File: src/hdl/ucodePkg.sv
package ucodePkg;

	//////////////////////////////////////////////////////////////////////
	// Widths
	//////////////////////////////////////////////////////////////////////

	// Opcode byte from the fetch stream
	typedef logic [7:0] opcodeT;

	// 64 entry microcode ROM
	typedef logic [5:0] uAddrT;

	// Packed as {nextAction, uopCode, operand}
	typedef logic [14:0] uopT;

	//////////////////////////////////////////////////////////////////////
	// Micro-op fields
	//////////////////////////////////////////////////////////////////////

	typedef enum logic [3:0]
	{
		actOp          = 4'd0,
		actInc         = 4'd1,
		actEof         = 4'd2,
		actIncEof      = 4'd3,
		actIncEofZ     = 4'd4,
		actIncEofNz    = 4'd5,
		actEofFu       = 4'd6,
		actIncEofFu    = 4'd7,
		actUpdateFlags = 4'd8
	} nextActionT;

	typedef enum logic [4:0]
	{
		uNop, uSma, uSmw, uSrm, uSx16r, uSrx16, uAddx16,
		uSubx16, uSpc, uDec16, uInc16, uBit, uShl, uZ801bop
	} uopCodeT;

	typedef enum logic [5:0]
	{
		oNull, oA, oB, oC, oH, oL, oPc, oSp, oHl, oX8, oX16, oPch
	} operandT;

	//////////////////////////////////////////////////////////////////////
	// Opcodes
	//////////////////////////////////////////////////////////////////////

	localparam opcodeT opNop      = 8'h00;
	localparam opcodeT opLdBn     = 8'h06;
	localparam opcodeT opLdCn     = 8'h0E;
	localparam opcodeT opAddAB    = 8'h80;
	localparam opcodeT opSubB     = 8'h90;
	localparam opcodeT opJrNz     = 8'h20;
	localparam opcodeT opJrZ      = 8'h28;
	localparam opcodeT opPushBc   = 8'hC5;
	localparam opcodeT opPrefixCb = 8'hCB;
	// Second byte after the prefix
	localparam opcodeT cbBit7H    = 8'h7C;
	localparam opcodeT cbRlC      = 8'h11;

	//////////////////////////////////////////////////////////////////////
	// Flow start addresses laid out contiguously from 0
	//////////////////////////////////////////////////////////////////////

	localparam uAddrT flowGeneric  = 6'd0;
	localparam uAddrT flowNop      = 6'd2;
	localparam uAddrT flowLdBn     = 6'd3;
	localparam uAddrT flowLdCn     = 6'd6;
	localparam uAddrT flowAddB     = 6'd9;
	localparam uAddrT flowSubB     = 6'd12;
	localparam uAddrT flowJrNz     = 6'd15;
	localparam uAddrT flowJrZ      = 6'd21;
	localparam uAddrT flowPushBc   = 6'd27;
	localparam uAddrT flowPrefixCb = 6'd33;
	localparam uAddrT flowBit7     = 6'd36;
	// Last ROM entry in use
	localparam uAddrT flowRlC      = 6'd37;

	typedef enum logic {seqIdle, seqRun} seqStateT;

endpackage

File: src/hdl/opcodeDecoder.sv
`timescale 1ns/1ps

module opcodeDecoder
(
	input  logic             clk,
	input  logic             rst,
	input  logic             opValid,
	input  ucodePkg::opcodeT opcode,
	output logic             opReady,
	output logic             flowValid,
	output ucodePkg::uAddrT  flowStart,
	input  logic             flowReady
);
	import ucodePkg::*;

	uAddrT mainStart;
	uAddrT cbStart;
	logic  prefixPending;
	logic  opAccept;

	//////////////////////////////////////////////////////////////////////
	// Lookup tables
	//////////////////////////////////////////////////////////////////////

	always_comb
	begin
		case (opcode)
			opNop:      mainStart = flowNop;
			opLdBn:     mainStart = flowLdBn;
			opLdCn:     mainStart = flowLdCn;
			opAddAB:    mainStart = flowAddB;
			opSubB:     mainStart = flowSubB;
			opJrNz:     mainStart = flowJrNz;
			opJrZ:      mainStart = flowJrZ;
			opPushBc:   mainStart = flowPushBc;
			opPrefixCb: mainStart = flowPrefixCb;
			default:    mainStart = flowGeneric;
		endcase
	end

	// Unknown CB bytes fall back to the one-byte flow
	always_comb
	begin
		case (opcode)
			cbBit7H: cbStart = flowBit7;
			cbRlC:   cbStart = flowRlC;
			default: cbStart = flowGeneric;
		endcase
	end

	//////////////////////////////////////////////////////////////////////
	// One-entry output register
	//////////////////////////////////////////////////////////////////////

	assign opReady  = !flowValid || flowReady;
	assign opAccept = opValid && opReady;

	always_ff @(posedge clk)
	begin
		if (rst)
		begin
			flowValid     <= 1'b0;
			prefixPending <= 1'b0;
		end
		else if (opAccept)
		begin
			flowValid     <= 1'b1;
			// A CB while pending is itself a prefix-table byte
			prefixPending <= !prefixPending && (opcode == opPrefixCb);
		end
		else if (flowReady)
		begin
			flowValid <= 1'b0;
		end
	end

	always_ff @(posedge clk)
	begin
		if (opAccept)
		begin
			flowStart <= prefixPending ? cbStart : mainStart;
		end
	end

	// Waiting flow survives until the sequencer takes it
	assert property (@(posedge clk) disable iff (rst)
		(flowValid && !flowReady) |=> (flowValid && $stable(flowStart)));

endmodule

File: src/hdl/microcodeRom.sv
`timescale 1ns/1ps

module microcodeRom
(
	input  ucodePkg::uAddrT uAddr,
	output ucodePkg::uopT   uop
);
	import ucodePkg::*;

	always_comb
	begin
		case (uAddr)
			//////////////////////////////////////////////////////////////////
			// Generic one-byte op
			//////////////////////////////////////////////////////////////////
			flowGeneric:         uop = {actUpdateFlags, uZ801bop, oA};
			flowGeneric + 6'd1:  uop = {actIncEof, uNop, oNull};

			// NOP
			flowNop:             uop = {actIncEof, uNop, oNull};

			//////////////////////////////////////////////////////////////////
			// Immediate loads
			//////////////////////////////////////////////////////////////////
			// Address the immediate byte
			flowLdBn:            uop = {actInc, uSma, oPc};
			flowLdBn + 6'd1:     uop = {actInc, uNop, oNull};
			flowLdBn + 6'd2:     uop = {actEof, uSrm, oB};

			flowLdCn:            uop = {actInc, uSma, oPc};
			flowLdCn + 6'd1:     uop = {actInc, uNop, oNull};
			flowLdCn + 6'd2:     uop = {actEof, uSrm, oC};

			//////////////////////////////////////////////////////////////////
			// 8-bit ALU through x16
			//////////////////////////////////////////////////////////////////
			flowAddB:            uop = {actOp, uSx16r, oA};
			flowAddB + 6'd1:     uop = {actUpdateFlags, uAddx16, oB};
			flowAddB + 6'd2:     uop = {actIncEof, uSrx16, oA};

			flowSubB:            uop = {actOp, uSx16r, oA};
			flowSubB + 6'd1:     uop = {actUpdateFlags, uSubx16, oB};
			flowSubB + 6'd2:     uop = {actIncEof, uSrx16, oA};

			//////////////////////////////////////////////////////////////////
			// Relative jumps
			//////////////////////////////////////////////////////////////////
			flowJrNz:            uop = {actInc, uSma, oPc};
			flowJrNz + 6'd1:     uop = {actOp, uNop, oNull};
			// Not taken when Z is set, else latch the offset
			flowJrNz + 6'd2:     uop = {actIncEofZ, uSrm, oX8};
			flowJrNz + 6'd3:     uop = {actOp, uSx16r, oPc};
			// Sign-extended offset added to PC
			flowJrNz + 6'd4:     uop = {actOp, uAddx16, oX8};
			flowJrNz + 6'd5:     uop = {actEof, uSpc, oX16};

			flowJrZ:             uop = {actInc, uSma, oPc};
			flowJrZ + 6'd1:      uop = {actOp, uNop, oNull};
			flowJrZ + 6'd2:      uop = {actIncEofNz, uSrm, oX8};
			flowJrZ + 6'd3:      uop = {actOp, uSx16r, oPc};
			flowJrZ + 6'd4:      uop = {actOp, uAddx16, oX8};
			flowJrZ + 6'd5:      uop = {actEof, uSpc, oX16};

			//////////////////////////////////////////////////////////////////
			// PUSH BC
			//////////////////////////////////////////////////////////////////
			flowPushBc:          uop = {actOp, uDec16, oSp};
			flowPushBc + 6'd1:   uop = {actOp, uSma, oSp};
			flowPushBc + 6'd2:   uop = {actOp, uSmw, oB};
			flowPushBc + 6'd3:   uop = {actOp, uDec16, oSp};
			flowPushBc + 6'd4:   uop = {actOp, uSmw, oC};
			// Point memory back at the fetch address
			flowPushBc + 6'd5:   uop = {actIncEof, uSma, oPc};

			//////////////////////////////////////////////////////////////////
			// CB prefix and its second bytes
			//////////////////////////////////////////////////////////////////
			// Fetch of the second byte, decoded upstream
			flowPrefixCb:        uop = {actInc, uSma, oPc};
			flowPrefixCb + 6'd1: uop = {actOp, uNop, oNull};
			flowPrefixCb + 6'd2: uop = {actIncEof, uNop, oNull};

			flowBit7:            uop = {actEofFu, uBit, oH};
			flowRlC:             uop = {actEofFu, uShl, oC};

			default:             uop = {actOp, uNop, oNull};
		endcase
	end

endmodule

File: src/hdl/microSequencer.sv
`timescale 1ns/1ps

module microSequencer
(
	input  logic            clk,
	input  logic            rst,
	input  logic            flowValid,
	input  ucodePkg::uAddrT flowStart,
	output logic            flowReady,
	input  logic            zeroFlag,
	output logic            uopValid,
	output ucodePkg::uopT   uop,
	input  logic            uopReady
);
	import ucodePkg::*;

	seqStateT   state;
	uAddrT      uPc;
	uAddrT      romAddr;
	uopT        romUop;
	nextActionT action;
	logic       uopXfer;
	logic       flowEnds;
	logic       endXfer;
	logic       loadFlow;

	microcodeRom rom
	(
		.uAddr(romAddr),
		.uop  (romUop)
	);

	//////////////////////////////////////////////////////////////////////
	// End-of-flow decision
	//////////////////////////////////////////////////////////////////////

	assign action  = nextActionT'(uop[14:11]);
	assign uopXfer = uopValid && uopReady;

	always_comb
	begin
		case (action)
			actEof, actIncEof, actEofFu, actIncEofFu: flowEnds = 1'b1;
			actIncEofZ:  flowEnds = zeroFlag;
			actIncEofNz: flowEnds = !zeroFlag;
			default:     flowEnds = 1'b0;
		endcase
	end

	assign endXfer = uopXfer && flowEnds;

	// Queued flow can start right behind the ending micro-op
	assign flowReady = (state == seqIdle) || endXfer;
	assign loadFlow  = flowValid && flowReady;
	assign romAddr   = loadFlow ? flowStart : uPc + 6'd1;
	assign uopValid  = (state == seqRun);

	//////////////////////////////////////////////////////////////////////
	// FSM and micro-PC
	//////////////////////////////////////////////////////////////////////

	always_ff @(posedge clk)
	begin
		if (rst)
		begin
			state <= seqIdle;
		end
		else if (loadFlow)
		begin
			state <= seqRun;
		end
		else if (endXfer)
		begin
			state <= seqIdle;
		end
	end

	always_ff @(posedge clk)
	begin
		if (loadFlow || (uopXfer && !flowEnds))
		begin
			uPc <= romAddr;
			uop <= romUop;
		end
	end

	assert property (@(posedge clk) disable iff (rst)
		(uopValid && !uopReady) |=> (uopValid && $stable(uop)));

	// Every flow in the ROM ends before running off the table
	assert property (@(posedge clk) disable iff (rst)
		(state == seqRun) |-> (uPc <= flowRlC));

endmodule

File: src/hdl/ucodeFrontEnd.sv
`timescale 1ns/1ps

module ucodeFrontEnd
(
	input  logic             clk,
	input  logic             rst,
	input  logic             opValid,
	input  ucodePkg::opcodeT opcode,
	output logic             opReady,
	input  logic             zeroFlag,
	output logic             uopValid,
	output ucodePkg::uopT    uop,
	input  logic             uopReady
);
	import ucodePkg::*;

	// Decoded flow between the two stages
	logic  flowValid;
	uAddrT flowStart;
	logic  flowReady;

	opcodeDecoder decoder
	(
		.clk      (clk),
		.rst      (rst),
		.opValid  (opValid),
		.opcode   (opcode),
		.opReady  (opReady),
		.flowValid(flowValid),
		.flowStart(flowStart),
		.flowReady(flowReady)
	);

	microSequencer sequencer
	(
		.clk      (clk),
		.rst      (rst),
		.flowValid(flowValid),
		.flowStart(flowStart),
		.flowReady(flowReady),
		.zeroFlag (zeroFlag),
		.uopValid (uopValid),
		.uop      (uop),
		.uopReady (uopReady)
	);

endmodule

File: config.mk
export PLATFORM = sky130hd
export DESIGN_NAME = ucodeFrontEnd
export DESIGN_NICKNAME = d
export VERILOG_FILES = /design/src/hdl/ucodePkg.sv /design/src/hdl/opcodeDecoder.sv /design/src/hdl/microcodeRom.sv /design/src/hdl/microSequencer.sv /design/src/hdl/ucodeFrontEnd.sv
export SDC_FILE = /design/constraint.sdc
export NUM_CORES = 1
export LEC_CHECK = 0
export BUFFER_PORTS_ARGS = -buffer_cell sky130_fd_sc_hd__buf_4
export CORE_ASPECT_RATIO = 1.2
export CORE_MARGIN = 3
export CORE_UTILIZATION = 32
export DETAILED_ROUTE_END_ITERATION = 12
export GPL_ROUTABILITY_DRIVEN = 0
export GPL_TIMING_DRIVEN = 0
export SYNTH_ARGS = -nofsm -noshare
export SYNTH_HDL_FRONTEND = slang
export SYNTH_SLANG_ARGS = --single-unit
File: constraint.sdc
create_clock -name clk -period 3.1 [get_ports clk]
set_clock_uncertainty 0.1 [all_clocks]
set_input_delay 0.775 -clock clk [delete_from_list [all_inputs] [get_ports clk]]
set_output_delay 0.775 -clock clk [all_outputs]
set_load 0.05 [all_outputs]
==> impl_results.md <==
- Status: complete, no violations
- Antenna violations before repair: 0
- Clock transition at path regs: 0.10 ns
- Diode count: 0
- CTS HTree Levels: 1
- Yosys top cell by area: edfxtp_1
- Clock tree sinks: 27
- Core box area: 0.00736 mm2
- Crit end category: register
- Most frequent cells in the layout: 27 x nand2_1, 27 x buf_4, 24 x edfxtp_1, 22 x nor2_1
- Ys Warns: 0
- Final Instance Area: 0.00292 mm2
- Minimum clock period: 3.01 ns
- Gr usage total: 14.2%
- Hold path depth: 2
- RSZ-0062 raised after global routing: no
- Synthesized area: 0.00245 mm2
- FF+latch count, synth: 27
- Drt first pass iters: 5
- Drt drc: 0
- Clock tree buffer depth: 2
- Initial Utilization: 33.3%
- CP Data Arrival Time: 2.95 ns
- Share of the synthesized area in the top cell type: 29.4%
- GRT overflow: 0
- Cell family with most CP delay: simple AND/OR/NAND/NOR gates
- Layout Nets: 338
- Max stage delay on crit path: 0.40 ns
- Die Area: 0.00876 mm2
- Worst slew pin tran: 0.738 ns
- Pwr Density: 522 mW/mm2
- Crit-path max FO: 10
- Pin count of the biggest net entering global routing: 16
- Final setup violating endpoints: 0
- First-pass GRT wire length: 10,100 um
- CP Buf/Inv Count: 2
- Seq/Total Area, Yosys: 31.8%
- Worst slew margin: 49.4%
- Yosys cell types: 69
- CTS tree: built
- CTS buffer count: 3
- Max-cap violation count: 0
- WP data required: 3.04 ns
- Vias: 2,297
- Hold Violations, Final: 0
- IO Pins: 30
- Final slew viol count: 0
- Hold Slack: 0.459 ns
- Leakage: 0.00112 uW
- Peak VDD IR: 0.000243 V
- Site Rows: 34
- R2R cell count: 9
- Worst setup SP type: input pin
- Detail Placement HPWL: 4810 um
- Area growth syn-to-layout: 19.1%
- Clock latency at the later pin of the worst-skew pair: 0.28 ns
- Port Buffers: 22
- Highest achievable clock rate: 332 MHz
- Syn_area_per_cell: 8.61 um2
- Post-synthesis async set-or-reset flop share: 0%
- Share of cells above drive strength 1: 23.1%
- Slowest-stage cell, CP: mux2_4
- WL/cell: 15.6 um
- Hold crit path type: register to register
- Area contributors post-synth: edfxtp_1 29%, nand2_1 4.3%, ha_1 4.1%
- Initial drt markers: 295
- CP cell instances: buf_4 -> xor2_4 -> nand4_1 -> nand2_2 -> clkbuf_8 -> mux2_4 -> ha_2 -> o311ai_1 -> a211oi_1 -> or3_1
- CP Depth: 10
- Root Driver: clkbuf_8
- Post-synthesis cell count: 285
- Routed Wire Length: 6320 um
- Post-DRT Antenna Nets: 0
- Dominant synthesized flop cell: edfxtp_1
- Post-synth EDFFs: 24
- Die width: 85.9 um
- Vias in the first global route: 2,070
- Vias per cell: 5.66
- Placement Setup Slack: -0.449 ns
- Die H: 102 um
- CP Class: input pin to register
- Tcrit/Tclk final: 97.0%
- Placed inst area: 0.00280 mm2
- PnR worst setup slack: 0.0917 ns
## state kept, by name, indices dropped and copies added (netlist names)
signal                 cells
sequencer.uop             12
decoder.flowStart          6
sequencer.uPc              6
decoder.flowValid          1
decoder.prefixPending      1
sequencer.uopValid         1
## repair_timing
item                       CTS  global route
pin swaps                    2             0
hold endpoints to repair     0             0
setup buffers                2             0
gates resized for setup      5             7
setup endpoints to repair    4             7
hold buffers                 0             0
## cell type report
| type | count | area, um2 |
|---|---|---|
| Fill cell | 757 | 4440 |
| Multi-Input combinational cell | 225 | 1610 |
| Sequential cell | 27 | 781 |
| Timing Repair Buffer | 25 | 195 |
| Tap cell | 90 | 113 |
| Buffer | 17 | 103 |
| Inverter | 18 | 75.1 |
| Clock buffer | 3 | 41.3 |
| Clock inverter | 1 | 5.00 |
## report_power, final
part,internal (uW),switching (uW)
logic,303,520
clock network,90.4,119
registers,463,31.0
total,856,670
## per-stage QoR
step                      setup TNS, ns  total power, uW  std cells  util, %
after floorplan                       0             1080        287        -
after global placement            -6.13             1270        399     37.7
after detailed placement          -2.39             1290        400     38.0
after CTS                             0             1500        406     39.1
after global routing                  0             1600        406     39.7
final                                 0             1530        406     39.7
## per-layer routing
layer / routed length, um / track usage (%)
met4: 161 / 5.12
met2: 3180 / 24.7
met3: 355 / 1.85
met5: 0 / 0
met1: 2620 / 17.9
## worst paths after layout
path | start | endpoint | slack (ns)
worst max-delay path | zeroFlag | sequencer.uop[7]$_DFFE_PP_ | 0.09
worst min-delay path | decoder.prefixPending$_SDFFE_PP0P_ | decoder.prefixPending$_SDFFE_PP0P_ | 0.46
worst max register to register | sequencer.uop[11]$_DFFE_PP_ | sequencer.uop[7]$_DFFE_PP_ | 0.16
worst min register to register | decoder.prefixPending$_SDFFE_PP0P_ | decoder.prefixPending$_SDFFE_PP0P_ | 0.46
## cells in the mapped netlist (all sizes together) (3+ instances only)
master and instances:
inv 17, a21o 5, xor2 4, or3 7, a211o 3, buf 12, clkbuf 5, xnor2 5
edfxtp 24, nand2b 4, o211ai 4, and2 3, ha 8, nand4 6, a31oi 4, nand2 29
nand3 14, a21oi 17, nor2b 4, dfxtp 3, or4 4, mux2i 10, a211oi 3, nor3 8
mux2 5, nor2 23, o21ai 18
## worst register-to-register path, cell delays in order, from the launching register on
cell and delay (ns):
edfxtp_1 0.49, xor2_4 0.24, nand4_1 0.15, nand2_2 0.13
clkbuf_8 0.20, mux2_4 0.40, ha_2 0.25, o311ai_1 0.30
a211oi_1 0.10, or3_1 0.36
## cell families (layout without fill, tap and decap cells)
kind of cell               Yosys count  after routing  share of synthesized area (%)
buffers and inverters               35             64                           6.88
adders and majority gates            8              8                           4.08
muxes                               15             15                           7.19
AOI/OAI and AO/OA                   78             78                           22.0
and+or+nand+nor                    112            112                           24.4
DFF                                 27             27                           31.8
other                                1              3                          0.153
xor gates and xnor gates             9              9                           3.52
No activity file was read; power rests on OpenSTA's default activity.
